## src/logic/isa_pkg.sv

```systemverilog
package isa_pkg;

	// data path and address width
	localparam int word_w = 16;
	localparam int reg_count = 4;
	localparam int reg_addr_w = $clog2(reg_count);

	// instruction field widths
	localparam int op_w = 4;
	localparam int func_w = 6;
	localparam int imm_w = 8;
	localparam int target_w = 12;

	// JAL and JRL leave the return address in this register
	localparam logic [reg_addr_w-1:0] link_reg = 2'd2;

	typedef enum logic [op_w-1:0] {
		BNE   = 4'd0,
		BEQ   = 4'd1,
		BGZ   = 4'd2,
		BLZ   = 4'd3,
		ADI   = 4'd4,
		ORI   = 4'd5,
		LHI   = 4'd6,
		LWD   = 4'd7,
		SWD   = 4'd8,
		JMP   = 4'd9,
		JAL   = 4'd10,
		rtype = 4'd15
	} opcode_e;

	typedef enum logic [func_w-1:0] {
		ADD = 6'd0,
		SUB = 6'd1,
		AND = 6'd2,
		ORR = 6'd3,
		NOT = 6'd4,
		TCP = 6'd5,
		SHL = 6'd6,
		SHR = 6'd7,
		JPR = 6'd25,
		JRL = 6'd26,
		WWD = 6'd28,
		HLT = 6'd29
	} func_e;

	// first eight codes line up with the R-type function codes
	typedef enum logic [3:0] {
		alu_add,
		alu_sub,
		alu_and,
		alu_or,
		alu_not,
		alu_tcp,
		alu_shl,
		alu_shr,
		alu_pass_b
	} alu_op_e;

	typedef enum logic [1:0] {
		pc_seq,
		pc_branch,
		pc_target,
		pc_reg
	} pc_sel_e;

	typedef enum logic [1:0] {
		wb_alu,
		wb_mem,
		wb_pc
	} wb_src_e;

	typedef struct packed {
		alu_op_e               alu_op;
		logic                  alu_src_imm;
		logic                  reg_write;
		logic [reg_addr_w-1:0] write_addr;
		wb_src_e               wb_src;
		logic                  mem_read;
		logic                  mem_write;
		logic                  is_branch;
		logic [1:0]            branch_kind;
		pc_sel_e               pc_sel;
		logic                  is_wwd;
		logic                  is_hlt;
		logic [reg_addr_w-1:0] rs;
		logic [reg_addr_w-1:0] rt;
		logic [word_w-1:0]     imm;
	} ctrl_t;

endpackage
```

## src/logic/bus_pkg.sv

```systemverilog
package bus_pkg;

	// one request per strobe, a write when write is set
	typedef struct packed {
		logic                       valid;
		logic                       write;
		logic [isa_pkg::word_w-1:0] addr;
		logic [isa_pkg::word_w-1:0] wdata;
	} mem_req_t;

	// answers every request once, rdata only meaningful for reads
	typedef struct packed {
		logic                       valid;
		logic [isa_pkg::word_w-1:0] rdata;
	} mem_rsp_t;

	typedef struct packed {
		logic                       valid;
		logic [isa_pkg::word_w-1:0] value;
	} out_port_t;

	typedef enum logic [2:0] {
		fetch_req,
		fetch_wait,
		execute,
		mem_wait,
		halted
	} seq_state_e;

endpackage

```

## src/logic/cpu_top.sv

```systemverilog
`timescale 1ns/1ps

module cpu_top (
	input  logic               clk,
	input  logic               rst,
	output bus_pkg::mem_req_t  mem_req,
	input  bus_pkg::mem_rsp_t  mem_rsp,
	output bus_pkg::out_port_t wwd_out,
	output logic               halted
);
	import isa_pkg::*;

	logic [word_w-1:0]     instr;
	logic [word_w-1:0]     pc;
	logic [word_w-1:0]     alu_result;
	logic [word_w-1:0]     next_pc;
	logic [word_w-1:0]     rs_data;
	logic [word_w-1:0]     rt_data;
	logic                  reg_we;
	logic [reg_addr_w-1:0] reg_waddr;
	logic [word_w-1:0]     reg_wdata;
	ctrl_t                 ctrl;

	sequencer sequencer_i (
		.clk        (clk),
		.rst        (rst),
		.mem_req    (mem_req),
		.mem_rsp    (mem_rsp),
		.instr      (instr),
		.pc         (pc),
		.ctrl       (ctrl),
		.alu_result (alu_result),
		.next_pc    (next_pc),
		.rt_data    (rt_data),
		.reg_we     (reg_we),
		.reg_waddr  (reg_waddr),
		.reg_wdata  (reg_wdata),
		.wwd_value  (rs_data),
		.wwd_out    (wwd_out),
		.halted     (halted)
	);

	decode_control decode_control_i (
		.instr (instr),
		.pc    (pc),
		.ctrl  (ctrl)
	);

	exec_unit exec_unit_i (
		.ctrl       (ctrl),
		.pc         (pc),
		.rs_data    (rs_data),
		.rt_data    (rt_data),
		.alu_result (alu_result),
		.next_pc    (next_pc)
	);

	register_file register_file_i (
		.clk    (clk),
		.rst    (rst),
		.raddr1 (ctrl.rs),
		.raddr2 (ctrl.rt),
		.rdata1 (rs_data),
		.rdata2 (rt_data),
		.we     (reg_we),
		.waddr  (reg_waddr),
		.wdata  (reg_wdata)
	);

endmodule

```

## src/logic/sequencer.sv

```systemverilog
`timescale 1ns/1ps

module sequencer (
	input  logic                           clk,
	input  logic                           rst,
	output bus_pkg::mem_req_t              mem_req,
	input  bus_pkg::mem_rsp_t              mem_rsp,
	output logic [isa_pkg::word_w-1:0]     instr,
	output logic [isa_pkg::word_w-1:0]     pc,
	input  isa_pkg::ctrl_t                 ctrl,
	input  logic [isa_pkg::word_w-1:0]     alu_result,
	input  logic [isa_pkg::word_w-1:0]     next_pc,
	input  logic [isa_pkg::word_w-1:0]     rt_data,
	output logic                           reg_we,
	output logic [isa_pkg::reg_addr_w-1:0] reg_waddr,
	output logic [isa_pkg::word_w-1:0]     reg_wdata,
	input  logic [isa_pkg::word_w-1:0]     wwd_value,
	output bus_pkg::out_port_t             wwd_out,
	output logic                           halted
);
	import isa_pkg::*;
	import bus_pkg::*;

	seq_state_e        state;
	logic              req_valid;
	logic              req_write;
	logic [word_w-1:0] req_addr;
	logic [word_w-1:0] req_wdata;
	logic [word_w-1:0] pc_plus_1;
	logic              is_mem_op;
	logic              issue_fetch;
	logic              issue_data;
	logic              fetch_done;
	logic              data_done;

	assign pc_plus_1 = pc + word_w'(1);
	assign is_mem_op = ctrl.mem_read | ctrl.mem_write;

	assign issue_fetch = (state == fetch_req);
	assign issue_data = (state == execute) && is_mem_op;
	// responses outside the two wait states are dropped
	assign fetch_done = (state == fetch_wait) && mem_rsp.valid;
	assign data_done = (state == mem_wait) && mem_rsp.valid;

	always_ff @(posedge clk) begin
		if (rst) begin
			state <= fetch_req;
			pc <= '0;
			req_valid <= 1'b0;
		end else begin
			// one-cycle strobe, raised on leaving fetch_req or a memory execute
			req_valid <= issue_fetch | issue_data;
			case (state)
				fetch_req: begin
					state <= fetch_wait;
				end
				fetch_wait: begin
					if (mem_rsp.valid) begin
						state <= execute;
					end
				end
				execute: begin
					if (ctrl.is_hlt) begin
						state <= bus_pkg::halted;
					end else if (is_mem_op) begin
						state <= mem_wait;
					end else begin
						pc <= next_pc;
						state <= fetch_req;
					end
				end
				mem_wait: begin
					if (mem_rsp.valid) begin
						pc <= next_pc;
						state <= fetch_req;
					end
				end
				// halted is terminal until reset
				default: state <= state;
			endcase
		end
	end

	always_ff @(posedge clk) begin
		if (issue_fetch) begin
			req_write <= 1'b0;
			req_addr <= pc;
			req_wdata <= '0;
		end else if (issue_data) begin
			req_write <= ctrl.mem_write;
			req_addr <= alu_result;
			req_wdata <= rt_data;
		end
		if (fetch_done) begin
			instr <= mem_rsp.rdata;
		end
	end

	assign mem_req.valid = req_valid;
	assign mem_req.write = req_write;
	assign mem_req.addr = req_addr;
	assign mem_req.wdata = req_wdata;

	// loads write back when their data arrives, everything else in execute
	assign reg_we = ((state == execute) && ctrl.reg_write && !is_mem_op)
		|| (data_done && ctrl.mem_read);
	assign reg_waddr = ctrl.write_addr;

	always_comb begin
		case (ctrl.wb_src)
			wb_mem:  reg_wdata = mem_rsp.rdata;
			wb_pc:   reg_wdata = pc_plus_1;
			default: reg_wdata = alu_result;
		endcase
	end

	assign wwd_out.valid = (state == execute) && ctrl.is_wwd;
	assign wwd_out.value = wwd_value;

	assign halted = (state == bus_pkg::halted);

endmodule

```

## src/logic/exec_unit.sv

```systemverilog
`timescale 1ns/1ps

module exec_unit (
	input  isa_pkg::ctrl_t             ctrl,
	input  logic [isa_pkg::word_w-1:0] pc,
	input  logic [isa_pkg::word_w-1:0] rs_data,
	input  logic [isa_pkg::word_w-1:0] rt_data,
	output logic [isa_pkg::word_w-1:0] alu_result,
	output logic [isa_pkg::word_w-1:0] next_pc
);
	import isa_pkg::*;

	logic [word_w-1:0] op_b;
	logic [word_w-1:0] pc_plus_1;
	logic [word_w-1:0] branch_target;
	logic              cond;
	logic              taken;

	assign op_b = ctrl.alu_src_imm ? ctrl.imm : rt_data;

	always_comb begin
		case (ctrl.alu_op)
			alu_add:    alu_result = rs_data + op_b;
			alu_sub:    alu_result = rs_data - op_b;
			alu_and:    alu_result = rs_data & op_b;
			alu_or:     alu_result = rs_data | op_b;
			alu_not:    alu_result = ~rs_data;
			alu_tcp:    alu_result = ~rs_data + 1'b1;
			alu_shl:    alu_result = {rs_data[word_w-2:0], 1'b0};
			// arithmetic shift, sign bit kept
			alu_shr:    alu_result = {rs_data[word_w-1], rs_data[word_w-1:1]};
			alu_pass_b: alu_result = op_b;
			default:    alu_result = '0;
		endcase
	end

	// branch kind is the low bits of the branch opcode
	always_comb begin
		case (opcode_e'({{(op_w - 2){1'b0}}, ctrl.branch_kind}))
			BNE:     cond = (rs_data != rt_data);
			BEQ:     cond = (rs_data == rt_data);
			BGZ:     cond = !rs_data[word_w-1] && (rs_data != '0);
			BLZ:     cond = rs_data[word_w-1];
			default: cond = 1'b0;
		endcase
	end

	assign taken = ctrl.is_branch && cond;

	assign pc_plus_1 = pc + word_w'(1);
	assign branch_target = pc_plus_1 + ctrl.imm;

	always_comb begin
		case (ctrl.pc_sel)
			pc_branch: next_pc = taken ? branch_target : pc_plus_1;
			pc_target: next_pc = ctrl.imm;
			pc_reg:    next_pc = rs_data;
			default:   next_pc = pc_plus_1;
		endcase
	end

endmodule

```

## src/logic/decode_control.sv

```systemverilog
`timescale 1ns/1ps

module decode_control (
	input  logic [isa_pkg::word_w-1:0] instr,
	input  logic [isa_pkg::word_w-1:0] pc,
	output isa_pkg::ctrl_t             ctrl
);
	import isa_pkg::*;

	logic [op_w-1:0]       op_bits;
	logic [func_w-1:0]     func_bits;
	logic [reg_addr_w-1:0] rs;
	logic [reg_addr_w-1:0] rt;
	logic [reg_addr_w-1:0] rd;
	logic [imm_w-1:0]      imm8;
	logic [target_w-1:0]   target;
	opcode_e               opcode;
	func_e                 func;
	logic [word_w-1:0]     imm_sext;
	logic [word_w-1:0]     imm_zext;
	logic [word_w-1:0]     imm_high;
	logic [word_w-1:0]     jump_addr;

	// opcode | rs | rt | rd | func, or opcode | rs | rt | imm8, or opcode | target
	assign op_bits = instr[15:12];
	assign rs = instr[11:10];
	assign rt = instr[9:8];
	assign rd = instr[7:6];
	assign func_bits = instr[5:0];
	assign imm8 = instr[7:0];
	assign target = instr[11:0];

	assign opcode = opcode_e'(op_bits);
	assign func = func_e'(func_bits);

	assign imm_sext = {{(word_w - imm_w){imm8[imm_w-1]}}, imm8};
	assign imm_zext = {{(word_w - imm_w){1'b0}}, imm8};
	assign imm_high = {imm8, {(word_w - imm_w){1'b0}}};
	// jumps stay inside the current 4K page
	assign jump_addr = {pc[word_w-1:target_w], target};

	always_comb begin
		ctrl = '0;
		ctrl.alu_op = alu_add;
		ctrl.wb_src = wb_alu;
		ctrl.pc_sel = pc_seq;
		ctrl.rs = rs;
		ctrl.rt = rt;
		ctrl.write_addr = rt;
		ctrl.imm = imm_sext;

		case (opcode)
			ADI: begin
				ctrl.alu_src_imm = 1'b1;
				ctrl.reg_write = 1'b1;
			end
			ORI: begin
				ctrl.alu_op = alu_or;
				ctrl.alu_src_imm = 1'b1;
				ctrl.reg_write = 1'b1;
				ctrl.imm = imm_zext;
			end
			LHI: begin
				ctrl.alu_op = alu_pass_b;
				ctrl.alu_src_imm = 1'b1;
				ctrl.reg_write = 1'b1;
				ctrl.imm = imm_high;
			end
			LWD: begin
				// address is rs plus the signed offset
				ctrl.alu_src_imm = 1'b1;
				ctrl.reg_write = 1'b1;
				ctrl.wb_src = wb_mem;
				ctrl.mem_read = 1'b1;
			end
			SWD: begin
				ctrl.alu_src_imm = 1'b1;
				ctrl.mem_write = 1'b1;
			end
			BNE, BEQ, BGZ, BLZ: begin
				ctrl.is_branch = 1'b1;
				ctrl.branch_kind = op_bits[1:0];
				ctrl.pc_sel = pc_branch;
			end
			JMP: begin
				ctrl.pc_sel = pc_target;
				ctrl.imm = jump_addr;
			end
			JAL: begin
				ctrl.pc_sel = pc_target;
				ctrl.imm = jump_addr;
				ctrl.reg_write = 1'b1;
				ctrl.write_addr = link_reg;
				ctrl.wb_src = wb_pc;
			end
			rtype: begin
				ctrl.write_addr = rd;
				case (func)
					ADD, SUB, AND, ORR, NOT, TCP, SHL, SHR: begin
						ctrl.alu_op = alu_op_e'({1'b0, func_bits[2:0]});
						ctrl.reg_write = 1'b1;
					end
					JPR: begin
						ctrl.pc_sel = pc_reg;
					end
					JRL: begin
						ctrl.pc_sel = pc_reg;
						ctrl.reg_write = 1'b1;
						ctrl.write_addr = link_reg;
						ctrl.wb_src = wb_pc;
					end
					WWD: ctrl.is_wwd = 1'b1;
					HLT: ctrl.is_hlt = 1'b1;
					default: ;
				endcase
			end
			// unknown opcodes fall through as a no-op
			default: ;
		endcase
	end

endmodule

```

## src/logic/register_file.sv

```systemverilog
`timescale 1ns/1ps

module register_file (
	input  logic                           clk,
	input  logic                           rst,
	input  logic [isa_pkg::reg_addr_w-1:0] raddr1,
	input  logic [isa_pkg::reg_addr_w-1:0] raddr2,
	output logic [isa_pkg::word_w-1:0]     rdata1,
	output logic [isa_pkg::word_w-1:0]     rdata2,
	input  logic                           we,
	input  logic [isa_pkg::reg_addr_w-1:0] waddr,
	input  logic [isa_pkg::word_w-1:0]     wdata
);
	import isa_pkg::*;

	logic [word_w-1:0] regs [reg_count];

	always_ff @(posedge clk) begin
		if (rst) begin
			for (int i = 0; i < reg_count; i++) begin
				regs[i] <= '0;
			end
		end else if (we) begin
			regs[waddr] <= wdata;
		end
	end

	// reads see the old value during a write cycle
	assign rdata1 = regs[raddr1];
	assign rdata2 = regs[raddr2];

endmodule

```

## config.mk

```make
export PLATFORM = sky130hd
export DESIGN_NAME = cpu_top
export DESIGN_NICKNAME = d
export VERILOG_FILES = /design/src/logic/isa_pkg.sv /design/src/logic/bus_pkg.sv /design/src/logic/cpu_top.sv /design/src/logic/sequencer.sv /design/src/logic/exec_unit.sv /design/src/logic/decode_control.sv /design/src/logic/register_file.sv
export SDC_FILE = /design/constraint.sdc
export NUM_CORES = 1
export LEC_CHECK = 0
export BUFFER_PORTS_ARGS = -buffer_cell sky130_fd_sc_hd__buf_2
export CORE_MARGIN = 2
export CORE_UTILIZATION = 35
export DETAILED_ROUTE_END_ITERATION = 6
export GPL_ROUTABILITY_DRIVEN = 0
export GPL_TIMING_DRIVEN = 0
export PLACE_DENSITY = 0.61
export SYNTH_ARGS = -nofsm -noshare
export SYNTH_HDL_FRONTEND = slang
export SYNTH_SLANG_ARGS = --single-unit
```

## constraint.sdc

```tcl
create_clock -name clk -period 5 [get_ports clk]
set_clock_uncertainty 0.15 [all_clocks]
set_input_delay 1 -clock clk [delete_from_list [all_inputs] [get_ports clk]]
set_output_delay 1 -clock clk [all_outputs]
set_load 0.03 [all_outputs]
```

; Word-level counts from Yosys, hierarchy flattened
; Memories as Yosys holds them, arrays and structs flattened. A register that Yosys moved wholly into a read port is not among the register bits.
; Index checks and enable logic that the tools add are counted.
[word_totals]
ramBits = 64
n_memories = 1
out_inout_bits = 52
register_bits = 69
elab_cells = 141
inputBits = 19
[memory_table]
columns = name, depth, word_bits, rd, rd_ports_with_merged_regs, write_ports, line
row1 = register_file_i.regs, 4, 16, 2, 2, 4, register_file.sv:16  ; logic [word_w-1:0] regs [reg_count];
[op_classes]
addsub = 5
n_reduce_logical = 31
muxes = 44
bitwise_logic = 5
eq_ne = 48
[op_table]
columns = op, count
row1 = 16-bit one-hot mux with 9 select lines, 1
row2 = 16-bit two-way mux, 8
row3 = 16-bit one-hot mux with 3 select lines, 2
row4 = 16-bit one-hot mux with 2 select lines, 2
row5 = "16-bit by 1-bit adder with 16-bit output, second input constant", 2
row6 = 16-bit adder, 2
row7 = "4-bit by 3-bit == test with 1-bit output, second input constant", 8
row8 = "6-bit by 3-bit == test with 1-bit output, second input constant", 4
row9 = "6-bit by 5-bit == test with 1-bit output, second input constant", 4
row10 = "4-bit == test, second input constant", 5
row11 = 16-bit AND, 1
row12 = 16-bit == test, 1
row13 = "4-bit by 2-bit == test with 1-bit output, second input constant", 4
row14 = 16-bit != test, 1
row15 = 16-bit inverter, 1
row16 = 16-bit OR, 1
row17 = 16-bit nonzero test, 1
row18 = 16-bit OR reduction, 1
row19 = 16-bit subtractor, 1
row20 = 3-bit two-way mux, 5
row21 = "6-bit by 2-bit == test with 1-bit output, second input constant", 2
row22 = 1-bit two-way mux, 12
row23 = 2-bit two-way mux, 6
row24 = 2-bit one-hot mux with 3 select lines, 2
row25 = other kinds (31), 56

; Longest topological paths before layout
[logic_depth]
word_depth = 12
mapped_depth = 23
ltp_nobuf = 19

; Cells and area by module
; Synthesis repeated with hierarchy kept, for this count alone.
[unflattened]
cells_unflattened = 1182
hier_area_um2 = 11454.7
[by_module_without_submodules]
columns = module, area_each_um2, cells_each, n_inst
row1 = exec_unit, 4347.9, 604, 1
row2 = sequencer, 3368.2, 321, 1
row3 = register_file, 3231.8, 183, 1
row4 = decode_control, 506.7, 74, 1

; Worst setup path before layout
; OpenSTA, ideal clock, no wires.
[synth_timing]
kind = register -> register
from = register sequencer_i.instr[12] (netlist bit)
to = memory register_file_i.regs[2][15] (data pin)
t_arrival_ns = 4.919
setup_slack_ns = -0.226
n_path_buf = 4
path_stages_with_launch = 21
t_required_ns = 4.693
period_less_slack_ns = 5.226
cell_sequence = edfxtp_1 buf_6 or4b_4 and2_4 buf_6 buf_4 buf_1 nand2_1 a21boi_0 ha_1 a31oi_1 xor2_1 ha_1 or4_1 o21ai_0 a211o_1 o211ai_1 a2111oi_0 nor3b_1 o311a_4 nor3_1
[synth_lines]
columns = item, line
row1 = "start, declared", sequencer.sv:8  ; output logic [isa_pkg::word_w-1:0] instr,
row2 = "start signal, assigned", sequencer.sv:95  ; instr <= mem_rsp.rdata;
row3 = "end, declared", register_file.sv:16

==> impl_metrics.py <==
metrics = {
    "timing": {
        "rsz0062_at_grt": "yes",
        "fin_crit_sh_pct": 100.7,
        "final_max_slew_viol_count": 0,
        "hold_violations": 0,
        "slew_headroom_pct": 29.62,
        "min_period_ps": 5033,
        "tightestPinTransition_ps": 1056,
        "max_freq_ghz": 0.1987,
        "setup_viol": 4,
        "fin_hold_ws_ps": 300.7,
        "worst_slack_ps": -33.40,
    },
    "floorplan": {
        "dieArea_um2": 32220,
        "core_area_um2": 30430,
        "start_util_pct": 35.43,
        "die_width_um": 179.5,
        "fp.dieH_um": 179.5,
        "io_pins": 71,
        "rows": 64,
    },
    "cells_and_area": {
        "largest_reg_flops": 64,
        "finalNonFillerCells": 1708,
        "syn_to_final_growth_pct": 19.46,
        "finalInstanceArea_um2": 12880,
        "largest_register": "register_file_i.regs",
        "layout_commonest_cell": "nor2_1",
        "final_cell_mix": "nor2_1 (120), nand2_1 (102), edfxtp_1 (96)",
        "diodes": 0,
        "final_nets": 1360,
        "multiInputGateArea_um2": 6863,
        "drive_gt1_share_pct": 20.88,
        "final-seq-area_um2": 3705,
        "nFillCells": 2961,
    },
    "worst_setup_path": {
        "worst_ep_arrival_time_ps": 5030,
        "start_kind": "register",
        "end_kind": "register",
        "path_max_fanout": 7,
        "r2r_slack_ps": -30,
        "criticalPathCategory": "reg -> reg",
        "cp.required_ps": 5000,
    },
    "cts": {
        "ctsRootBufferMaster": "clkbuf_16",
        "cts.sink_count": 137,
        "clkSlewWorstSetupHoldPaths_ps": 70,
        "cts_tree": "yes",
        "clock_tree.buffer_depth": 2,
        "clk-insertion-delay-late_ps": 430,
        "h-tree-depth": 4,
        "cts_made_buffers": 17,
    },
    "outcome": {
        "status": "complete, but fails checks",
        "violations": "negative setup slack",
    },
    "route": {
        "remaining_drc_errors": 0,
        "via_per_inst": 6.224,
        "wl_per_cell_um": 24.90,
        "drtPass1Iterations": 6,
        "vias": 10630,
        "routed_wirelength_mm": 42.53,
        "first_iter_violations": 1293,
        "ant_nets": 0,
    },
    "placement": {
        "dp_hpwl_mm": 31.82,
        "place.detailed.instances": 1649,
        "placement.setup.worst_slack_ps": -1167,
        "port_buffers": 69,
        "placed_area_um2": 11670,
    },
    "yosys": {
        "synth_top_area_share_pct": 26.74,
        "seq_area_frac_synth_pct": 34.35,
        "syn-cell-area_um2": 10780,
        "synthAdderAreaFrac_pct": 5.013,
        "yosys_most_used_dff": "edfxtp_1",
        "synth_mux_area_share_pct": 8.936,
        "synth_nets": 1242,
        "synth_top_family_by_area": "compound AO/OA/AOI/OAI gates",
        "synth_simple_gate_area_share_pct": 18.54,
        "yosys-top-cells-area": "edfxtp_1 (27%), dfxtp_1 (7.6%), mux4_2 (6.7%)",
        "synth_compound_area_share_pct": 21.42,
        "synth_xor_area_share_pct": 6.487,
        "synth.ff_latch_count": 137,
        "yosysTopAreaCell": "edfxtp_1",
        "synthArstFlopShare_pct": 0,
        "synth-edff-count": 96,
        "synth_cell_types": 92,
        "ys_warn_count": 0,
        "avgSynthCellArea_um2": 9.129,
        "netlist_instances": 1181,
    },
    "global_route": {
        "antenna_found_initial": 0,
        "grt_overflow": 0,
        "grt_use_total_pct": 25.66,
        "grt_max_degree": 21,
        "grt_pass1_vias": 10210,
        "grt_pass1_wl_mm": 63.07,
    },
    "min_path": {
        "hold_path.class": "reg -> reg",
    },
    "power": {
        "irDropWorstVdd_v": 0.0002258,
        "powerDensity_nw_per_um2": 325.4,
        "p_leak_nw": 4.802,
    },
    "flow_run": {
        "max-cap-violations": 0,
    },
}
==> worst paths after layout <==
path | depth (start not counted) | to | start
hold / removal | 2 | sequencer_i.req_wdata[8] | sequencer_i.req_wdata[8]
hold reg to reg | 2 | sequencer_i.req_wdata[8] | sequencer_i.req_wdata[8]
setup reg to reg | 21 | register_file_i.regs[0][15] | sequencer_i.instr[12]
setup / recovery | 21 | register_file_i.regs[0][15] | sequencer_i.instr[12]
==> metrics by stage <==
stage                     TNS [ps]  utilization [%]  power (mW)
after floorplan                  0                -       2.218
after global placement      -38950            38.22       2.653
after detailed placement    -37460            38.36       2.669
after CTS                        0            41.46       4.068
after global routing         -1855            42.33       4.329
final                       -113.6            42.33       4.192
==> synth_stat cells (5+ instances only) <==
cell type,instances
a2111oi_0,5
a221oi_1,28
nor3b_1,7
edfxtp_1,96
a31oi_1,9
nor2_1,126
mux2_1,5
nand2b_1,13
a221o_1,14
clkbuf_1,63
o311ai_0,5
and2_1,19
xnor2_1,61
a21o_1,8
dfxtp_1,41
nand2_1,103
and3_1,15
o21ai_0,43
o221ai_1,7
a21oi_1,90
a211oi_1,17
o2111ai_1,5
a22oi_1,9
buf_2,14
nand3_1,28
o21a_1,8
buf_4,7
nor2b_1,8
mux2_2,5
or3_1,10
mux2i_1,13
ha_1,40
nand4_1,5
inv_1,42
xor2_1,17
o211ai_1,14
a211o_1,9
mux4_2,32
nor3_1,47
==> worst max-delay path: stages, from the launching register on <==
cell and delay [ps]:
edfxtp_1 400, buf_6 130, or4b_4 530, and2_4 210, buf_12 130, buf_12 130, nand2_2 50, a21boi_4 250
ha_4 190, a31oi_4 80, xor2_1 150, ha_1 310, or4_4 480, o21ai_2 80, a211o_1 200, o211ai_1 110
buf_4 160, a2111oi_4 380, buf_4 170, o21ba_4 130, o311a_4 240, nor3_2 50
==> what timing repair did <==
item                                    CTS  global route
hold buffers                              0             0
endpoints found under the setup margin   63            48
hold endpoints to repair                  0             0
setup buffers                            13            19
gates resized for setup                  63            29
pin swaps                                15            28
==> routing by layer <==
| layer | vias to the layer above | global-route usage (%) | part of all wire [%] |
|---|---|---|---|
| met2 | 681 | 37.44 | 43 |
| met4 | 0 | 14.89 | 6.0 |
| met3 | 140 | 6.848 | 11 |
| met1 | 5117 | 34.20 | 40 |
| met5 | - | 0 | 0 |
| li1 | 4693 | - | - |
==> cell families after synthesis <==
kind of cell	after synthesis
muxes	55
DFF	137
xor gates and xnor gates	79
adders and majority gates	42
buffers and inverters	133
and+or+nand+nor	413
AOI/OAI and AO/OA	322
==> cell type report <==
class | count | share of cell area, %
timing repair buffer | 104 | 4.799
buffer | 85 | 3.264
clock inverter | 12 | 0.9034
tap | 396 | 3.847
multi-input combinational | 911 | 53.28
clock buffer | 20 | 3.886
sequential | 137 | 28.76
inverter | 43 | 1.253
==> report_power, final <==
part	internal [mW]	switching [mW]
logic	0.552	0.990
registers	1.29	0.0448
clock network	0.748	0.564
total	2.59	1.60
Power figures use the tool's default switching activity.
